File: src/rtl/uart_pkg.sv
package uart_pkg;

    // ====================
    // Sizes and reset values
    // ====================
    localparam int DIV_BITS = 16;
    // Clock cycles per bit after reset
    localparam logic [DIV_BITS-1:0] DIV_RESET = 16'd234;
    localparam int RX_FIFO_BITS = 3;
    localparam int TX_FIFO_BITS = 2;

    // Register map
    localparam logic [1:0] ADDR_DATA = 2'd0;
    localparam logic [1:0] ADDR_STATUS = 2'd1;
    localparam logic [1:0] ADDR_DIV_LO = 2'd2;
    localparam logic [1:0] ADDR_DIV_HI = 2'd3;

    // ====================
    // Bus and core bundles
    // ====================
    typedef struct packed {
        logic cyc;
        logic stb;
        logic we;
        logic [1:0] adr;
        logic [7:0] dat_w;
    } wb_req_t;

    typedef struct packed {
        logic ack;
        logic [7:0] dat_r;
    } wb_rsp_t;

    // STATUS word, rx_empty is bit 0
    typedef struct packed {
        logic reserved;
        logic tx_overflow;
        logic rx_overrun;
        logic tx_busy;
        logic tx_full;
        logic tx_empty;
        logic rx_full;
        logic rx_empty;
    } uart_status_t;

    typedef struct packed {
        logic [DIV_BITS-1:0] divisor;
        logic tx_push;
        logic [7:0] tx_byte;
        logic rx_pop;
    } core_ctrl_t;

    typedef struct packed {
        logic [7:0] rx_byte;
        logic rx_empty;
        logic rx_full;
        logic tx_empty;
        logic tx_full;
        logic tx_busy;
        logic rx_drop;
    } core_stat_t;

endpackage
File: src/rtl/uart_top.sv
`timescale 1ns/100ps

module uart_top (
    input  logic              clk,
    input  logic              nreset,
    input  uart_pkg::wb_req_t wb_req,
    output uart_pkg::wb_rsp_t wb_rsp,
    output logic              tx,
    input  logic              rx
);

    import uart_pkg::*;

    core_ctrl_t ctrl;
    core_stat_t stat;

    uart_regs u_regs (
        .clk(clk),
        .nreset(nreset),
        .wb_req(wb_req),
        .wb_rsp(wb_rsp),
        .ctrl(ctrl),
        .stat(stat)
    );

    uart_core u_core (
        .clk(clk),
        .nreset(nreset),
        .ctrl(ctrl),
        .stat(stat),
        .tx(tx),
        .rx(rx)
    );

endmodule

File: src/rtl/uart_regs.sv
`timescale 1ns/100ps

module uart_regs (
    input  logic                 clk,
    input  logic                 nreset,
    input  uart_pkg::wb_req_t    wb_req,
    output uart_pkg::wb_rsp_t    wb_rsp,
    output uart_pkg::core_ctrl_t ctrl,
    input  uart_pkg::core_stat_t stat
);

    import uart_pkg::*;

    logic ack;
    logic [7:0] dat_r;
    logic [DIV_BITS-1:0] divisor;
    logic tx_push;
    logic [7:0] tx_byte;
    logic rx_pop;
    logic rx_overrun;
    logic tx_overflow;
    logic accept;
    logic wr_data;
    logic rd_data;
    logic rd_status;
    uart_status_t status;
    logic [7:0] rd_word;

    // Only the first cycle of a request is taken
    assign accept = wb_req.cyc && wb_req.stb && !ack;
    assign wr_data = accept && wb_req.we && wb_req.adr == ADDR_DATA;
    assign rd_data = accept && !wb_req.we && wb_req.adr == ADDR_DATA;
    assign rd_status = accept && !wb_req.we && wb_req.adr == ADDR_STATUS;

    assign status.reserved = 1'b0;
    assign status.tx_overflow = tx_overflow;
    assign status.rx_overrun = rx_overrun;
    assign status.tx_busy = stat.tx_busy;
    assign status.tx_full = stat.tx_full;
    assign status.tx_empty = stat.tx_empty;
    assign status.rx_full = stat.rx_full;
    assign status.rx_empty = stat.rx_empty;

    always_comb begin
        case (wb_req.adr)
            ADDR_DATA: rd_word = stat.rx_empty ? 8'h00 : stat.rx_byte;
            ADDR_STATUS: rd_word = status;
            ADDR_DIV_LO: rd_word = divisor[7:0];
            default: rd_word = divisor[DIV_BITS-1:8];
        endcase
    end

    // ====================
    // Bus response, pulses and flags
    // ====================
    always_ff @(posedge clk) begin
        if (!nreset) begin
            ack <= 1'b0;
            dat_r <= 8'h00;
            divisor <= DIV_RESET;
            tx_push <= 1'b0;
            rx_pop <= 1'b0;
            rx_overrun <= 1'b0;
            tx_overflow <= 1'b0;
        end else begin
            ack <= accept;
            dat_r <= (accept && !wb_req.we) ? rd_word : 8'h00;
            tx_push <= wr_data && !stat.tx_full;
            rx_pop <= rd_data && !stat.rx_empty;
            if (accept && wb_req.we && wb_req.adr == ADDR_DIV_LO)
                divisor[7:0] <= wb_req.dat_w;
            if (accept && wb_req.we && wb_req.adr == ADDR_DIV_HI)
                divisor[DIV_BITS-1:8] <= wb_req.dat_w;
            // New events win over the clear on read
            rx_overrun <= stat.rx_drop || (rx_overrun && !rd_status);
            tx_overflow <= (wr_data && stat.tx_full) || (tx_overflow && !rd_status);
        end
    end

    always_ff @(posedge clk) begin
        if (wr_data)
            tx_byte <= wb_req.dat_w;
    end

    assign wb_rsp.ack = ack;
    assign wb_rsp.dat_r = dat_r;

    assign ctrl.divisor = divisor;
    assign ctrl.tx_push = tx_push;
    assign ctrl.tx_byte = tx_byte;
    assign ctrl.rx_pop = rx_pop;

endmodule

File: src/rtl/uart_core.sv
`timescale 1ns/100ps

module uart_core (
    input  logic                 clk,
    input  logic                 nreset,
    input  uart_pkg::core_ctrl_t ctrl,
    output uart_pkg::core_stat_t stat,
    output logic                 tx,
    input  logic                 rx
);

    import uart_pkg::*;

    logic [7:0] tx_head;
    logic [7:0] tx_byte_q;
    logic tx_empty;
    logic tx_full;
    logic tx_pop;
    logic tx_busy;
    logic start_q;
    logic [7:0] rx_data;
    logic rx_valid;
    logic rx_empty;
    logic rx_full;
    logic rx_push_q;
    logic rx_drop_q;

    byte_fifo #(.addr_bits(TX_FIFO_BITS)) tx_fifo (
        .clk(clk), .nreset(nreset),
        .push(ctrl.tx_push), .wdata(ctrl.tx_byte),
        .pop(tx_pop), .rdata(tx_head),
        .full(tx_full), .empty(tx_empty)
    );

    byte_fifo #(.addr_bits(RX_FIFO_BITS)) rx_fifo (
        .clk(clk), .nreset(nreset),
        .push(rx_push_q), .wdata(rx_data),
        .pop(ctrl.rx_pop), .rdata(stat.rx_byte),
        .full(rx_full), .empty(rx_empty)
    );

    uart_tx u_tx (
        .clk(clk), .nreset(nreset), .divisor(ctrl.divisor),
        .start(start_q), .data(tx_byte_q), .busy(tx_busy), .tx(tx)
    );

    uart_rx u_rx (
        .clk(clk), .nreset(nreset), .divisor(ctrl.divisor),
        .rx(rx), .valid(rx_valid), .data(rx_data)
    );

    // Head of the FIFO goes to an idle transmitter
    assign tx_pop = !tx_busy && !start_q && !tx_empty;

    always_ff @(posedge clk) begin
        if (!nreset) begin
            start_q <= 1'b0;
            rx_push_q <= 1'b0;
            rx_drop_q <= 1'b0;
        end else begin
            start_q <= tx_pop;
            rx_push_q <= rx_valid && !rx_full;
            rx_drop_q <= rx_valid && rx_full;
        end
    end

    always_ff @(posedge clk) begin
        if (tx_pop)
            tx_byte_q <= tx_head;
    end

    assign stat.rx_empty = rx_empty;
    assign stat.rx_full = rx_full;
    assign stat.tx_empty = tx_empty;
    assign stat.tx_full = tx_full;
    assign stat.tx_busy = tx_busy || start_q;
    assign stat.rx_drop = rx_drop_q;

endmodule

File: src/rtl/uart_rx.sv
`timescale 1ns/100ps

module uart_rx (
    input  logic                          clk,
    input  logic                          nreset,
    input  logic [uart_pkg::DIV_BITS-1:0] divisor,
    input  logic                          rx,
    output logic                          valid,
    output logic [7:0]                    data
);

    import uart_pkg::*;

    logic rx_meta;
    logic rx_s;
    logic rx_prev;
    logic active;
    // 0 start check, 1 to 8 data, 9 stop
    logic [3:0] bit_idx;
    logic [DIV_BITS-1:0] cnt;
    logic [DIV_BITS-1:0] div_q;
    logic [DIV_BITS-1:0] target;

    // Half a bit to the start centre, then whole bits
    assign target = (bit_idx == 4'd0) ? {1'b0, div_q[DIV_BITS-1:1]} : div_q;

    always_ff @(posedge clk) begin
        if (!nreset) begin
            rx_meta <= 1'b1;
            rx_s <= 1'b1;
            rx_prev <= 1'b1;
            active <= 1'b0;
            bit_idx <= '0;
            cnt <= '0;
            div_q <= '0;
            valid <= 1'b0;
        end else begin
            rx_meta <= rx;
            rx_s <= rx_meta;
            rx_prev <= rx_s;
            valid <= 1'b0;
            if (!active) begin
                if (rx_prev && !rx_s) begin
                    active <= 1'b1;
                    bit_idx <= '0;
                    cnt <= '0;
                    div_q <= divisor;
                end
            end else if (cnt == target - 1'b1) begin
                cnt <= '0;
                if (bit_idx == 4'd0) begin
                    // Glitch, not a start bit
                    if (rx_s)
                        active <= 1'b0;
                    else
                        bit_idx <= 4'd1;
                end else if (bit_idx != 4'd9) begin
                    bit_idx <= bit_idx + 1'b1;
                end else begin
                    active <= 1'b0;
                    valid <= rx_s;
                end
            end else begin
                cnt <= cnt + 1'b1;
            end
        end
    end

    // Shift register, frozen from the stop bit to the next frame
    always_ff @(posedge clk) begin
        if (active && cnt == target - 1'b1 && bit_idx != 4'd0 && bit_idx != 4'd9)
            data <= {rx_s, data[7:1]};
    end

endmodule

File: src/rtl/uart_tx.sv
`timescale 1ns/100ps

module uart_tx (
    input  logic                          clk,
    input  logic                          nreset,
    input  logic [uart_pkg::DIV_BITS-1:0] divisor,
    input  logic                          start,
    input  logic [7:0]                    data,
    output logic                          busy,
    output logic                          tx
);

    import uart_pkg::*;

    logic [9:0] frame;
    logic [3:0] bit_idx;
    logic [DIV_BITS-1:0] cnt;
    // Divisor held for the whole frame
    logic [DIV_BITS-1:0] div_q;

    // Idle frame is all ones, so the line rests high
    assign tx = frame[0];

    always_ff @(posedge clk) begin
        if (!nreset) begin
            frame <= '1;
            bit_idx <= '0;
            cnt <= '0;
            div_q <= '0;
            busy <= 1'b0;
        end else if (!busy) begin
            if (start) begin
                // Stop, data LSB first, start
                frame <= {1'b1, data, 1'b0};
                bit_idx <= '0;
                cnt <= '0;
                div_q <= divisor;
                busy <= 1'b1;
            end
        end else if (cnt == div_q - 1'b1) begin
            cnt <= '0;
            frame <= {1'b1, frame[9:1]};
            if (bit_idx == 4'd9)
                busy <= 1'b0;
            else
                bit_idx <= bit_idx + 1'b1;
        end else begin
            cnt <= cnt + 1'b1;
        end
    end

endmodule

File: src/rtl/byte_fifo.sv
`timescale 1ns/100ps

module byte_fifo #(
    parameter int addr_bits = 2
) (
    input  logic       clk,
    input  logic       nreset,
    input  logic       push,
    input  logic [7:0] wdata,
    input  logic       pop,
    output logic [7:0] rdata,
    output logic       full,
    output logic       empty
);

    logic [7:0] mem [2**addr_bits];
    // Extra top bit tells a full buffer from an empty one
    logic [addr_bits:0] wptr;
    logic [addr_bits:0] rptr;
    logic do_push;
    logic do_pop;

    assign empty = (wptr == rptr);
    assign full = (wptr[addr_bits] != rptr[addr_bits]) &&
                  (wptr[addr_bits-1:0] == rptr[addr_bits-1:0]);

    assign do_push = push && !full;
    assign do_pop = pop && !empty;

    // Show-ahead head word
    assign rdata = mem[rptr[addr_bits-1:0]];

    always_ff @(posedge clk) begin
        if (!nreset) begin
            wptr <= '0;
            rptr <= '0;
        end else begin
            if (do_push)
                wptr <= wptr + 1'b1;
            if (do_pop)
                rptr <= rptr + 1'b1;
        end
    end

    always_ff @(posedge clk) begin
        if (do_push)
            mem[wptr[addr_bits-1:0]] <= wdata;
    end

endmodule

File: config.mk
export PLATFORM = sky130hd
export DESIGN_NAME = uart_top
export DESIGN_NICKNAME = d
export VERILOG_FILES = /design/src/rtl/uart_pkg.sv /design/src/rtl/uart_top.sv /design/src/rtl/uart_regs.sv /design/src/rtl/uart_core.sv /design/src/rtl/uart_rx.sv /design/src/rtl/uart_tx.sv /design/src/rtl/byte_fifo.sv
export SDC_FILE = /design/constraint.sdc
export NUM_CORES = 1
export LEC_CHECK = 0
export ABC_AREA = 1
export BUFFER_PORTS_ARGS = -buffer_cell sky130_fd_sc_hd__buf_4
export CAP_MARGIN = 0
export CELL_PAD_IN_SITES_DETAIL_PLACEMENT = 2
export CELL_PAD_IN_SITES_GLOBAL_PLACEMENT = 2
export CORE_ASPECT_RATIO = 0.75
export CORE_UTILIZATION = 41
export CTS_CLUSTER_SIZE = 30
export DETAILED_ROUTE_END_ITERATION = 6
export MAX_ROUTING_LAYER = met4
export PLACE_DENSITY = 0.95
export SETUP_SLACK_MARGIN = 0.1
export SLEW_MARGIN = 10
export SYNTH_ARGS = -nofsm -noshare
export SYNTH_HDL_FRONTEND = slang
export SYNTH_HIERARCHICAL = 1
export SYNTH_SLANG_ARGS = --single-unit
File: constraint.sdc
create_clock -name clk -period 8.15 [get_ports clk]
set_clock_uncertainty 0.05 [all_clocks]
set_input_delay 1.2225 -clock clk [delete_from_list [all_inputs] [get_ports clk]]
set_output_delay 1.2225 -clock clk [all_outputs]
set_load 0.005 [all_outputs]
# Word level (Yosys, flattened, before mapping)
# Memories as Yosys holds them, arrays and structs flattened. A register that Yosys moved wholly into a read port is not among the register bits.
# Cells that the tools add are included.
word_totals:
  register_bits: 150
  mem_bits_rw: 96
  out_inout_bits: 10
  wordCells: 155
  n_memories: 2
memory_table:
  columns: ["memory", "words", "word_bits", "read_ports", "rd_clocked_by_memory_dff", "write_ports", "line", "text"]
  rows:
  - ["u_core.rx_fifo.mem", 8, 8, 1, 1, 1, "byte_fifo.sv:16", "logic [7:0] mem [2**addr_bits];"]
  - ["u_core.tx_fifo.mem", 4, 8, 1, 1, 1, "byte_fifo.sv:16", null]
classes:
  addsub: 10
  eq_ne: 18
  muxes: 38
  bitwise_logic: 4
  reduce_logical: 53
ops:
  columns: ["op", "n"]
  rows:
  - ["16-bit 2-to-1 mux", 7]
  - ["4-bit 2-to-1 mux", 10]
  - ["16-bit by 1-bit adder with 16-bit output, second input constant", 2]
  - ["16-bit equality test", 2]
  - ["16-bit by 1-bit subtractor with 16-bit output, second input constant", 2]
  - ["10-bit 2-to-1 mux", 3]
  - ["1-bit logical AND", 28]
  - ["8-bit one-hot mux with 3 select lines", 1]
  - ["4-bit by 1-bit adder with 4-bit output, second input constant", 4]
  - ["1-bit 2-to-1 mux", 14]
  - ["1-bit zero test", 10]
  - ["8-bit 2-to-1 mux", 1]
  - ["2-bit AND reduction", 4]
  - ["3-bit by 1-bit adder with 3-bit output, second input constant", 2]
  - ["3-bit equality test", 2]
  - ["3-bit 2-to-1 mux", 2]
  - ["5-bit OR reduction", 1]
  - ["2-bit equality test, second input constant", 2]
  - ["4-bit equality test", 1]
  - ["4-bit equality test, second input constant", 1]
  - ["4-bit zero test", 1]
  - ["2-bit by 1-bit != test with 1-bit output, second input constant", 2]
  - ["4-bit != test, second input constant", 1]
  - ["1-bit inverter", 4]
  - ["other kinds (12)", 16]

# Logic depth before layout (Yosys ltp)
logic_depth:
  depth_word: 7
  mapped_depth: 22

# Modules after synthesis
# The synthesis kept the hierarchy.
modules_own_cells:
  columns: ["module", "n_inst", "cells_each", "area_per_inst_um2", "seq_area_each_um2"]
  rows:
  - ["uart_rx", 1, 534, 3460.8, 1061.0]
  - ["byte_fifo (u_core.rx_fifo)", 1, 302, 3166.8, 2142.1]
  - ["uart_tx", 1, 428, 2797.7, 920.9]
  - ["uart_regs", 1, 216, 1712.9, 820.8]
  - ["byte_fifo (u_core.tx_fifo)", 1, 150, 1677.9, 1121.1]
  - ["uart_core", 1, 27, 386.6, 300.3]

# Worst setup path after synthesis
# No wires, ideal clock.
synth_path:
  kind: "reg-to-reg"
  from: "reg u_core.u_rx.bit_idx[0]"
  to: "reg u_core.u_rx.data[0] (enable)"
  setup_ns: 0.370
  arrival_ns: 2.664
  setup_slack_ns: 5.066
  path_stages_with_launch: 18
  n_path_buf: 2
  synth_period_minus_slack_ns: 3.084
  path_cell_list: "dfxtp_1 -> inv_1 -> ha_1 -> buf_4 -> nand2_4 -> buf_6 -> nand2_1 -> nand2_2 -> ha_1 -> xor2_1 -> nor3b_1 -> nand2_1 -> nor2_1 -> and3_1 -> nand3b_1 -> nor2_1 -> nand3_1 -> nor2_1"
synth_via:
  elab_chain_len: 7
  word_cells_on_any_way: 9
  cone_classes: "add/sub (1); eq/ne (2); mux (1); reduce/logical (5)"
synth_rtl:
  columns: ["element", "line", "text"]
  rows:
  - ["from (decl)", "uart_rx.sv:19", "logic [3:0] bit_idx;"]
  - ["from (signal assigned)", "uart_rx.sv:58", "bit_idx <= bit_idx + 1'b1;"]
  - ["4-bit zero test", "uart_rx.sv:25", "assign target = (bit_idx == 4'd0) ? {1'b0, div_q[DIV_BITS-1:1]} : div_q;"]
  - ["16-bit 2-to-1 mux", "uart_rx.sv:25", null]
  - ["16-bit by 1-bit subtractor with 16-bit output", "uart_rx.sv:71", "if (active && cnt == target - 1'b1 && bit_idx != 4'd0 && bit_idx != 4'd9)"]
  - ["16-bit equality test", "uart_rx.sv:71", null]
  - ["1-bit logical AND (2 in series)", "uart_rx.sv:71", null]
  - ["1-bit logical AND *", "uart_rx.sv:71", null]
  - ["to (signal assigned)", "uart_rx.sv:72", "data <= {rx_s, data[7:1]};"]
  - ["to (decl)", "uart_rx.sv:9", "output logic [7:0] data"]
# Mark *: on every way between the ends. The rest lies on a longest branch, timed or not.
# A chain may end at the register's enable or synchronous reset.

# Worst setup path after layout
layout_path:
  from: "reg u_core.u_rx.bit_idx[2]"
  to: "reg u_core.u_rx.data[0] (enable)"
# The elaborated chain is that of the path after synthesis.

==> impl_metrics.json <==
{
  "status": "finished clean",
  "crit_fanout": 30,
  "finalSetupViolCount": 0,
  "fp.dieW_um": 209.2,
  "grt_usage_pct": 35.61,
  "firstDrtPassIters": 7,
  "drive_gt1_share_pct": 11.13,
  "crit_required_ns": 8.31,
  "yosysUniqueCellTypes": 45,
  "syn_nets": 1689,
  "worst_slew_pin_slew_ns": 1.290,
  "rsz0062_at_grt": "no",
  "initial_core_util_pct": 41.97,
  "cp-end-kind": "flip-flop",
  "yosys.cell_count.top_type": "nand2_1",
  "fp.dieArea_mm2": 0.03293,
  "grt_pass1_vias": 13929,
  "fmax_mhz": 203.7,
  "final_util_pct": 46.03,
  "final_hold_viol_count": 0,
  "antenna_found_initial": 0,
  "cts-resized-gates": 0,
  "portBuffers": 25,
  "ant_nets": 0,
  "drc": 0,
  "yosys_warnings": 6,
  "via_per_inst": 5.860,
  "final_cells": 2086,
  "wl_met1_um": 21770,
  "yosys-top-cells-count": "nand2_1, nor2_1, inv_1, dfxtp_1, nand3_1",
  "wl_met3_um": 2147,
  "syn_to_final_growth_pct": 9.676,
  "peakVddDrop_mv": 0.1490,
  "clk_latency_ns": 0.60,
  "hp-class": "flip-flop to flip-flop",
  "wirelength_um": 56590,
  "cts_hold_buffers": 0,
  "period_minus_slack_ns": 4.909,
  "core_mm2": 0.03146,
  "ys_seq_area_share_pct": 48.22,
  "dp_cells": 2034,
  "cts-buffers-inserted": 28,
  "dr_total_vias": 12224,
  "clock_tree.buffer_depth": 3,
  "synth.area.top_cells": "edfxtp_1, dfxtp_1, nand2_1, nor2_1, nand3_1",
  "synth_top_area_share_pct": 27.29,
  "cap_violations": 0,
  "grt_pass1_wl_um": 85240,
  "ios": 26,
  "root_buffer": "clkbuf_16",
  "ys.flop_type": "dfxtp_1",
  "met2_length_um": 28940,
  "final_net_count": 1690,
  "power_mw": 3.118,
  "worstSetupPathType": "flip-flop to flip-flop",
  "post_cts_buffers": 0,
  "syn_area_mm2": 0.01320,
  "routed.top_layer": "met4",
  "rows": 56,
  "power.density_mw_per_mm2": 215.3,
  "htree_num_levels": 1,
  "drv_slew": 0,
  "synth_edf_count": 120,
  "whs_ns": 0.3795,
  "drtIter0Drc": 786,
  "dp_hpwl_um": 37590,
  "finalWeightedCongestion": 0.8828,
  "setup_tns_ns": 0,
  "antennaDiodeCount": 0,
  "ys_seq_elements": 258,
  "wl_per_cell_um": 27.13,
  "p_leak_nw": 5.946,
  "ys_async_sr_fraction_pct": 0,
  "synth_cells": 1657,
  "clk_pin_slew_ns": 0.06,
  "synth_top_cell_by_area": "edfxtp_1",
  "min_period_over_period_pct": 60.23,
  "clock-sinks": 258,
  "relSlewSlack_pct": 13.68,
  "critical_path.startpoint_type": "flip-flop",
  "grt_max_degree": 73,
  "cts_tree": "yes",
  "grt_overflow_total": 0,
  "cp.arrival_ns": 5.07,
  "die_h_um": 157.4,
  "avgSynthCellArea_um2": 7.968
}
[report_power, final]
part | switching, mW | internal [mW]
sequential | 0.0170 | 1.36
combinational | 0.301 | 0.105
clock | 0.592 | 0.745
total | 0.911 | 2.21
[worst paths after layout]
check	start	endpoint	slack (ns)	cells after the start
max	u_core/u_rx/bit_idx[2]	u_core/u_rx/data[0]	3.24	14
min	u_core/u_rx/rx_meta	u_core/u_rx/rx_s	0.38	1
max reg2reg	u_core/u_rx/bit_idx[2]	u_core/u_rx/data[0]	3.24	14
min reg2reg	u_core/u_rx/rx_meta	u_core/u_rx/rx_s	0.38	1
[cells by family (layout without fill, tap and decap cells)]
family	after synthesis	count (layout)	share of synthesized area, %
xor gates and xnor gates	45	45	2.985
DFF	258	258	48.22
adders and majority gates	16	16	1.516
and+or+nand+nor	914	914	31.84
buffers and inverters	219	242	7.392
AOI/OAI and AO/OA	205	205	8.046
[per-layer routing]
| metal | up-vias | track usage (%) |
|---|---|---|
| li1 | 5405 | - |
| met1 | 6234 | 37.08 |
| met2 | 393 | 64.38 |
| met3 | 192 | 4.409 |
| met4 | 0 | 22.79 |
| met5 | - | - |
[flip-flops by register name, summed over array words and instances, names as in the netlist, 8 cells and up, named ones only]
signal              count
u_core/u_tx/cnt        16
u_core/tx_fifo/mem     32
u_core/u_rx/cnt        16
u_core/rx_fifo/mem     64
u_core/u_tx/div_q      16
u_core/tx_byte_q        8
u_core/u_tx/frame       9
u_core/u_rx/div_q      16
u_regs/dat_r            8
u_regs/divisor         16
u_regs/tx_byte          8
u_core/u_rx/data        8
[area by class of cell]
cell class | instances | area (um2)
sequential | 258 | 6366
multi-input combinational | 1180 | 5861
tap | 406 | 508.0
inverter | 156 | 585.6
clock buffer | 36 | 752.0
timing repair buffer | 34 | 255.2
fill | 3512 | 16980
clock inverter | 16 | 152.6
[stage by stage]
step / area, um2 / setup WS (ns)
after detailed placement: 13580 / 3.550
after floorplan: 13200 / 5.066
after global placement: 13580 / 4.324
final: 14480 / 3.241
after CTS: 14480 / 3.349
after global routing: 14480 / 3.090
[placed cells by master, fill, tap and decap left out, types with 7 or more instances in the layout]
cell	n
nand3b_1	7
or2_2	11
buf_4	34
nor2_1	239
inv_1	139
ha_1	16
nand2_1	392
nor2_2	20
nand4_1	32
clkbuf_1	7
nor2_4	10
dfxtp_1	138
a21oi_1	76
xor2_1	39
clkinv_1	10
nand2_4	7
clkbuf_16	29
o21ai_1	12
nand3_1	132
nand3_2	9
o21ai_0	99
inv_2	13
o22ai_1	9
edfxtp_1	120
nand2_2	31
[critical path: stages (launching register included)]
cell      delay [ns]
dfxtp_1         0.37
nor2_4          0.57
nand2_4         0.38
nand2_1         0.20
nand2_1         0.16
ha_1            0.38
xor2_1          0.25
nor3b_1         0.44
nand2_1         0.12
nor2_1          0.14
and3_1          0.21
nand3b_1        0.13
nor2_1          0.18
nand3_1         0.17
nor2_1          0.76
(Power assumes the default switching activity.)
